==> src/source/bus_geometry_pkg.sv <==
package bus_geometry_pkg;

  // bits per word, the same on both sides of the bridge
  localparam int data_width = 32;

  localparam int address_width = 32;

  // wide enough to index 8 beats and still hold the past-the-end value
  localparam int beat_count_width = 4;

  // one data word
  typedef logic [data_width-1:0] word_t;

  // word address, the low line-offset bits select a word inside the line
  typedef logic [address_width-1:0] address_t;

  // beat index inside one line
  typedef logic [beat_count_width-1:0] beat_count_t;

endpackage

==> src/source/bus_msg_pkg.sv <==
package bus_msg_pkg;

  // codes carried on the bus request and response channels
  typedef enum logic [2:0] {
    no_req    = 3'd0, // channel idle
    read_req  = 3'd1, // fetch a whole line from the cache
    write_req = 3'd2, // write back a whole line, beats follow on write data
    read_data = 3'd3, // one bus-width slice of a fetched line
    write_ack = 3'd4  // write-back done, carries no data
  } bus_msg_t;

endpackage
==> src/source/lx_bus_bridge.sv <==
`timescale 1ns/1ps

module lx_bus_bridge #(
  parameter int CACHE_WORDS_LOG2 = 2, // words per cache line, log2
  parameter int BUS_WORDS_LOG2   = 1  // words per bus beat, log2
) (
  input  logic                                                  clock,
  input  logic                                                  reset,
  input  logic                                                  bus_req_valid,
  output logic                                                  bus_req_ready,
  input  bus_msg_pkg::bus_msg_t                                 bus_req_msg,
  input  bus_geometry_pkg::address_t                            bus_req_address,
  input  logic                                                  bus_wdata_valid,
  output logic                                                  bus_wdata_ready,
  input  bus_geometry_pkg::word_t [(1 << BUS_WORDS_LOG2)-1:0]   bus_wdata,
  output logic                                                  bus_resp_valid,
  input  logic                                                  bus_resp_ready,
  output bus_msg_pkg::bus_msg_t                                 bus_resp_msg,
  output bus_geometry_pkg::word_t [(1 << BUS_WORDS_LOG2)-1:0]   bus_resp_data,
  output logic                                                  bus_resp_last,
  output logic                                                  cache_req_valid,
  input  logic                                                  cache_req_ready,
  output logic                                                  cache_req_write,
  output bus_geometry_pkg::address_t                            cache_req_address,
  output bus_geometry_pkg::word_t [(1 << CACHE_WORDS_LOG2)-1:0] cache_req_data,
  input  logic                                                  cache_resp_valid,
  input  bus_geometry_pkg::word_t [(1 << CACHE_WORDS_LOG2)-1:0] cache_resp_data
);

  // controller to line buffer
  logic beat_clear;
  logic beat_write;
  logic beat_advance;
  logic line_load;
  logic beat_last; // buffer index sits on the final slice

  bridge_control #(
    .CACHE_WORDS_LOG2 (CACHE_WORDS_LOG2),
    .BUS_WORDS_LOG2   (BUS_WORDS_LOG2)
  ) u_control (
    .clock             (clock),
    .reset             (reset),
    .bus_req_valid     (bus_req_valid),
    .bus_req_ready     (bus_req_ready),
    .bus_req_msg       (bus_req_msg),
    .bus_req_address   (bus_req_address),
    .bus_wdata_valid   (bus_wdata_valid),
    .bus_wdata_ready   (bus_wdata_ready),
    .bus_resp_valid    (bus_resp_valid),
    .bus_resp_ready    (bus_resp_ready),
    .bus_resp_msg      (bus_resp_msg),
    .bus_resp_last     (bus_resp_last),
    .cache_req_valid   (cache_req_valid),
    .cache_req_ready   (cache_req_ready),
    .cache_req_write   (cache_req_write),
    .cache_req_address (cache_req_address),
    .cache_resp_valid  (cache_resp_valid),
    .beat_last         (beat_last),
    .beat_clear        (beat_clear),
    .beat_write        (beat_write),
    .beat_advance      (beat_advance),
    .line_load         (line_load)
  );

  // the buffer's line goes straight to the cache, its current slice to the bus
  line_buffer #(
    .CACHE_WORDS_LOG2 (CACHE_WORDS_LOG2),
    .BUS_WORDS_LOG2   (BUS_WORDS_LOG2)
  ) u_line_buffer (
    .clock           (clock),
    .reset           (reset),
    .beat_clear      (beat_clear),
    .beat_write      (beat_write),
    .beat_advance    (beat_advance),
    .line_load       (line_load),
    .bus_wdata       (bus_wdata),
    .cache_resp_data (cache_resp_data),
    .line_data       (cache_req_data),
    .beat_data       (bus_resp_data),
    .beat_last       (beat_last)
  );

endmodule

==> src/source/bridge_control.sv <==
`timescale 1ns/1ps

module bridge_control #(
  parameter int CACHE_WORDS_LOG2 = 2,
  parameter int BUS_WORDS_LOG2   = 1
) (
  input  logic                       clock,
  input  logic                       reset,
  input  logic                       bus_req_valid,
  output logic                       bus_req_ready,
  input  bus_msg_pkg::bus_msg_t      bus_req_msg,
  input  bus_geometry_pkg::address_t bus_req_address,
  input  logic                       bus_wdata_valid,
  output logic                       bus_wdata_ready,
  output logic                       bus_resp_valid,
  input  logic                       bus_resp_ready,
  output bus_msg_pkg::bus_msg_t      bus_resp_msg,
  output logic                       bus_resp_last,
  output logic                       cache_req_valid,
  input  logic                       cache_req_ready,
  output logic                       cache_req_write,
  output bus_geometry_pkg::address_t cache_req_address,
  input  logic                       cache_resp_valid,
  input  logic                       beat_last,
  output logic                       beat_clear,
  output logic                       beat_write,
  output logic                       beat_advance,
  output logic                       line_load
);

  typedef enum logic [2:0] {
    idle,          // waiting for a bus request
    collect,       // gathering write-back beats
    cache_request, // presenting the line request to the cache
    cache_wait,    // request taken, waiting for the cache response
    respond,       // streaming read_data beats
    ack            // presenting write_ack
  } bridge_state_t;

  // word offset bits inside a line
  localparam bus_geometry_pkg::address_t offset_mask =
    bus_geometry_pkg::address_t'((1 << CACHE_WORDS_LOG2) - 1);

  bridge_state_t              state;
  bridge_state_t              state_next;
  bus_msg_pkg::bus_msg_t      req_msg;     // message of the transaction in flight
  bus_geometry_pkg::address_t req_address; // line-aligned address
  logic                       req_accept;
  logic                       is_write;

  // catch a line/bus pairing the buffer cannot split
  if (BUS_WORDS_LOG2 > CACHE_WORDS_LOG2 || CACHE_WORDS_LOG2 - BUS_WORDS_LOG2 > 3) begin : g_ratio
    $error("bus must be no wider than a line and a line at most 8 beats");
  end

  assign req_accept = bus_req_valid && bus_req_ready;
  assign is_write   = req_msg == bus_msg_pkg::write_req;

  always_ff @(posedge clock) begin
    if (reset) begin
      state   <= idle;
      req_msg <= bus_msg_pkg::no_req;
    end else begin
      state <= state_next;
      if (req_accept) begin
        req_msg <= bus_req_msg;
      end
    end
  end

  always_ff @(posedge clock) begin
    if (req_accept) begin
      req_address <= bus_req_address & ~offset_mask; // offset bits dropped here
    end
  end

  always_comb begin
    state_next = state;
    case (state)
      idle: begin
        if (req_accept) begin
          state_next = (bus_req_msg == bus_msg_pkg::write_req) ? collect : cache_request;
        end
      end
      collect: begin
        if (beat_write && beat_last) begin
          state_next = cache_request; // final slice lands this edge
        end
      end
      cache_request: begin
        if (cache_req_ready) begin
          state_next = cache_wait;
        end
      end
      cache_wait: begin
        if (cache_resp_valid) begin
          state_next = is_write ? ack : respond;
        end
      end
      respond: begin
        if (bus_resp_ready && beat_last) begin
          state_next = idle;
        end
      end
      ack: begin
        if (bus_resp_ready) begin
          state_next = idle;
        end
      end
      default: state_next = idle;
    endcase
  end

  assign bus_req_ready     = state == idle;
  assign bus_wdata_ready   = state == collect;
  assign cache_req_valid   = state == cache_request;
  assign cache_req_write   = is_write;
  assign cache_req_address = req_address;
  assign bus_resp_valid    = (state == respond) || (state == ack);
  assign bus_resp_last     = (state == ack) || ((state == respond) && beat_last);
  assign bus_resp_msg      = (state == respond) ? bus_msg_pkg::read_data :
                             (state == ack)     ? bus_msg_pkg::write_ack :
                                                  bus_msg_pkg::no_req;

  // line buffer sequencing
  assign beat_clear   = req_accept; // every transaction starts at slice 0
  assign beat_write   = (state == collect) && bus_wdata_valid;
  assign beat_advance = (state == respond) && bus_resp_ready && !beat_last;
  assign line_load    = (state == cache_wait) && cache_resp_valid && !is_write;

  // a stalled cache request keeps its fields
  cache_req_hold: assert property (@(posedge clock) disable iff (reset)
    cache_req_valid && !cache_req_ready |=>
      cache_req_valid && $stable(cache_req_write) && $stable(cache_req_address));

  // a stalled bus response keeps its fields
  bus_resp_hold: assert property (@(posedge clock) disable iff (reset)
    bus_resp_valid && !bus_resp_ready |=>
      bus_resp_valid && $stable(bus_resp_msg) && $stable(bus_resp_last));

  // the cache only answers a request it has taken
  cache_resp_expected: assert property (@(posedge clock) disable iff (reset)
    cache_resp_valid |-> state == cache_wait);

endmodule

==> src/source/line_buffer.sv <==
`timescale 1ns/1ps

module line_buffer #(
  parameter int CACHE_WORDS_LOG2 = 2,
  parameter int BUS_WORDS_LOG2   = 1
) (
  input  logic                                                  clock,
  input  logic                                                  reset,
  input  logic                                                  beat_clear,
  input  logic                                                  beat_write,
  input  logic                                                  beat_advance,
  input  logic                                                  line_load,
  input  bus_geometry_pkg::word_t [(1 << BUS_WORDS_LOG2)-1:0]   bus_wdata,
  input  bus_geometry_pkg::word_t [(1 << CACHE_WORDS_LOG2)-1:0] cache_resp_data,
  output bus_geometry_pkg::word_t [(1 << CACHE_WORDS_LOG2)-1:0] line_data,
  output bus_geometry_pkg::word_t [(1 << BUS_WORDS_LOG2)-1:0]   beat_data,
  output logic                                                  beat_last
);

  localparam int cache_words = 1 << CACHE_WORDS_LOG2;
  localparam int bus_words   = 1 << BUS_WORDS_LOG2;
  localparam int beat_ratio  = 1 << (CACHE_WORDS_LOG2 - BUS_WORDS_LOG2); // beats per line

  localparam bus_geometry_pkg::beat_count_t last_beat =
    bus_geometry_pkg::beat_count_t'(beat_ratio - 1);

  bus_geometry_pkg::word_t [cache_words-1:0] line_q;
  bus_geometry_pkg::beat_count_t             beat_index;
  logic                                      index_valid; // index still names a slice

  always_ff @(posedge clock) begin
    if (reset) begin
      beat_index <= '0;
    end else if (beat_clear) begin
      beat_index <= '0;
    end else if (beat_write || beat_advance) begin
      beat_index <= beat_index + 1'b1; // after the last write it points past the line
    end
  end

  always_ff @(posedge clock) begin
    if (line_load) begin
      line_q <= cache_resp_data;
    end else if (beat_write) begin
      line_q[beat_index*bus_words +: bus_words] <= bus_wdata;
    end
  end

  assign index_valid = beat_index <= last_beat;
  assign line_data   = line_q;
  assign beat_last   = beat_index == last_beat;

  // zero past the end, which is what a write_ack carries
  assign beat_data = index_valid ? line_q[beat_index*bus_words +: bus_words] : '0;

  // the controller never steps beyond the final slice
  beat_in_range: assert property (@(posedge clock) disable iff (reset)
    (beat_write || beat_advance) |-> index_valid);

endmodule

==> config.mk <==
export PLATFORM = sky130hd
export DESIGN_NAME = lx_bus_bridge
export DESIGN_NICKNAME = d
export VERILOG_FILES = /design/src/source/bus_geometry_pkg.sv /design/src/source/bus_msg_pkg.sv /design/src/source/lx_bus_bridge.sv /design/src/source/bridge_control.sv /design/src/source/line_buffer.sv
export SDC_FILE = /design/constraint.sdc
export NUM_CORES = 1
export LEC_CHECK = 0
export BUFFER_PORTS_ARGS = -buffer_cell sky130_fd_sc_hd__buf_2
export CAP_MARGIN = 10
export CORE_AREA = 4 4 179 181
export CTS_CLUSTER_DIAMETER = 100
export DETAILED_ROUTE_END_ITERATION = 7
export DIE_AREA = 0 0 183 185
export MAX_ROUTING_LAYER = met4
export PLACE_DENSITY = 0.6
export SLEW_MARGIN = 30
export SYNTH_ARGS = -nofsm -noshare
export SYNTH_HDL_FRONTEND = slang
export SYNTH_SLANG_ARGS = --single-unit
==> constraint.sdc <==
create_clock -name clock -period 13.8 [get_ports clock]
set_clock_uncertainty 0.2 [all_clocks]
set_input_delay 4.14 -clock clock [delete_from_list [all_inputs] [get_ports clock]]
set_output_delay 4.14 -clock clock [all_outputs]
set_load 0.02 [all_outputs]
==> impl_metrics.ini <==
[finish]
area_growth_pct = 41.6
drive_above_1_share = 0.518
n_antenna_cell = 0
nNetsFinal = 1234
finalInstanceArea_mm2 = 0.0111
fillCellCount = 3021

[sta]
drv_slew = 0
hold_viol = 0
upper_clock_frequency_limit_mhz = 122
timing.final.setup_violations = 0
worst_slew_pin_slew_ns = 0.906
fin_crit_ns = 8.22
finalHoldWorstSlack_ns = 0.289
grt_setup_unrepaired = no
tns_ns = 0
worst_slew_margin_rel = 0.396
finalCritPeriodShare = 0.596

[detailed_routing]
routed.top_layer = met4
drt-initial-drc-count = 285
wl_met3_um = 2100
routed_wl_um = 28800
met2_wirelength_um = 14900
via_count = 6644
detailedRoute.firstPassIterationCount = 4
detail-route-antenna-nets = 0
routedLengthMet1_um = 11400
avgRoutedWirePerCell_um = 20.5
vias_per_cell = 4.73
post_route_drc_violation_count = 0

[clock_tree]
tritoncts_clock_tree = yes
numCtsBuffers = 17
postCtsSetupBuffers = 0
postCtsHoldBufs = 0
clk_path_buf_depth = 2
postCtsResizedCells = 0
worst_setup_hold_path_clk_slew_ns = 0.07
clock_tree.root_cell = clkbuf_16
clock_latency_ns = 0.43
cts_max_level = 4
tritoncts_num_sinks = 168

[floorplan]
die_width_um = 183
io_pins = 467
initial_core_util = 0.257
core_area_mm2 = 0.0304
die_footprint_mm2 = 0.0339
std_cell_rows = 64
die_h_um = 185

[logic_synthesis]
synthesis.instances = 548
yosys_register_bits = 168
synth_sequential_area_ratio = 0.632
synth_area_mm2 = 0.00782
synth_area_per_inst_um2 = 14.3
post_synth_num_cell_types = 42
ys_warn_count = 0

[place]
dp_hpwl_um = 21000
io_buffer_count = 462
gpl.final_weighted_congestion = 0.850
placed_cell_area_mm2 = 0.0105

[pwr]
power.density_mw_per_mm2 = 154
power.leakage_nw = 4.79
power.ir.vdd_worst_uv = 75.8

[setup_path]
setup.worst_path.class = register to output pin
crit_path_max_fanout = 46
timing.critical_path.to_type = output pin
critPathRequiredTime_ns = 9.46
crit_path_start_kind = register
startpoint_of_the_most_critical_register_to_register_path = u_line_buffer.beat_index[0]$_SDFFE_PP0P_
timing.critical_path.from = u_line_buffer.beat_index[0]$_SDFFE_PP0P_
critPathArrivalTime_ns = 3.88

[worst_hold_path]
min_path_type = register to register
startpoint_of_the_tightest_hold_check_path = u_control.req_msg[1]$_SDFFE_PP0P_

[global_routing]
first_global_vias = 6674
grt_usage = 0.164
globalRoute.totalOverflow = 0
initial_antenna_violation_count = 1
grt_pass1_wl_um = 40900
grt_max_degree = 68

[outcome]
outcome = finished, final reports clean

[flow_run]
max_cap_viols = 0
==> where the power goes <==
group / internal, mW / switching (mW) / total, mW
Sequential: 0.647 / 0.0383 / 0.685
Clock: 0.261 / 0.236 / 0.497
Combinational: 0.185 / 0.340 / 0.526
==> path summary, 6_finish.rpt <==
kind	to	slack [ns]	depth (start not counted)
max	bus_resp_data[34]	5.58	7
min	u_control.req_msg[1]$_SDFFE_PP0P_	0.29	2
max reg2reg	u_line_buffer.line_data[111]$_DFFE_PP_	9.50	7
min reg2reg	u_control.req_msg[1]$_SDFFE_PP0P_	0.29	2
==> final cells by class <==
| type | instances | area (um^2) | area share |
|---|---|---|---|
| clock buffers | 17 | 425 | 0.0384 |
| clock inverters | 15 | 174 | 0.0157 |
| inverters | 7 | 26.3 | 0.00237 |
| multi-input cells | 328 | 2600 | 0.235 |
| flip-flops and latches | 168 | 4950 | 0.447 |
| well taps | 396 | 495 | 0.0447 |
| repair buffers | 473 | 2400 | 0.217 |
==> cells in the mapped netlist (all sizes together) <==
library cell	instances	area share
edfxtp	158	0.61
mux2i	71	0.091
a21oi	3	0.0019
nand4b	1	0.0019
dfxtp	10	0.026
nor3	4	0.0026
nor4b	1	0.0011
a21boi	1	0.00096
or3b	1	0.0011
buf	39	0.034
nand4	1	0.00080
o221ai	1	0.0011
xor2	1	0.0011
and2	1	0.00080
or2	2	0.0016
xnor2	1	0.0011
or4	1	0.0014
nor2b	2	0.0016
nor2	76	0.040
a22o	128	0.14
o21a	2	0.0019
o21ai	5	0.0032
nor3b	4	0.0080
nand2b	4	0.0032
conb	1	0.00048
nand2	2	0.00096
o21bai	1	0.00096
or3	2	0.0016
clkbuf	7	0.0034
nand3	1	0.00064
o22ai	3	0.0024
ha	5	0.0080
inv	7	0.0034
a32oi	1	0.0021
==> critical path: stages, from the launching register on <==
cell and delay (ns):
dfxtp_4 0.70, buf_4 0.76, inv_2 0.14, ha_1 0.27, o21ai_4 0.56, buf_4 0.65, nor2_1 0.13, buf_2 0.19
==> kinds of logic after synthesis <==
family	after synthesis	share of synthesized area
AO/OA/AOI/OAI	145	0.158
flip-flops	168	0.632
other	1	0.000479
multiplexers	71	0.0909
adder cells (fa/ha/maj)	5	0.00800
buffers and inverters	53	0.0405
AND/OR/NAND/NOR	103	0.0678
XOR/XNOR	2	0.00224
==> placed cells by master, fill, tap and decap left out, types with 3 or more instances in the layout <==
| master | Yosys | final |
|---|---|---|
| a21oi_1 | 3 | 3 |
| a22o_1 | 128 | 128 |
| buf_2 | 19 | 462 |
| buf_4 | 13 | 10 |
| clkbuf_16 | 0 | 17 |
| dfxtp_1 | 10 | 9 |
| edfxtp_1 | 158 | 158 |
| ha_1 | 5 | 5 |
| inv_1 | 6 | 6 |
| inv_6 | 0 | 4 |
| inv_8 | 0 | 6 |
| mux2i_1 | 71 | 71 |
| nand2b_1 | 4 | 4 |
| nor2_1 | 73 | 73 |
| nor3_1 | 4 | 4 |
| o21ai_0 | 4 | 4 |
==> through the flow <==
step / utilization / worst slack [ns] / cells / total power, mW
final: 0.364 / 5.58 / 1404 / 1.71
after CTS: 0.364 / 5.48 / 1404 / 1.73
after detailed placement: 0.344 / 5.97 / 1372 / 1.23
after floorplan: - / 5.72 / 549 / 1.02
after global placement: 0.344 / 5.96 / 1371 / 1.22
after global routing: 0.364 / 5.35 / 1404 / 1.79
==> metal layers <==
layer,GRT usage,vias up
li1,-,3046
met1,0.198,3246
met2,0.284,331
met3,0.0328,21
met4,0.0420,0
met5,-,-
==> flip-flops by register name (all words and copies together) (netlist names) <==
name / count
u_line_buffer.beat_index: 4
u_control.cache_req_address: 30
u_control.req_msg: 3
u_control.state: 3
u_line_buffer.line_data: 128
Note: power is estimated with default switching activity, not from simulation.
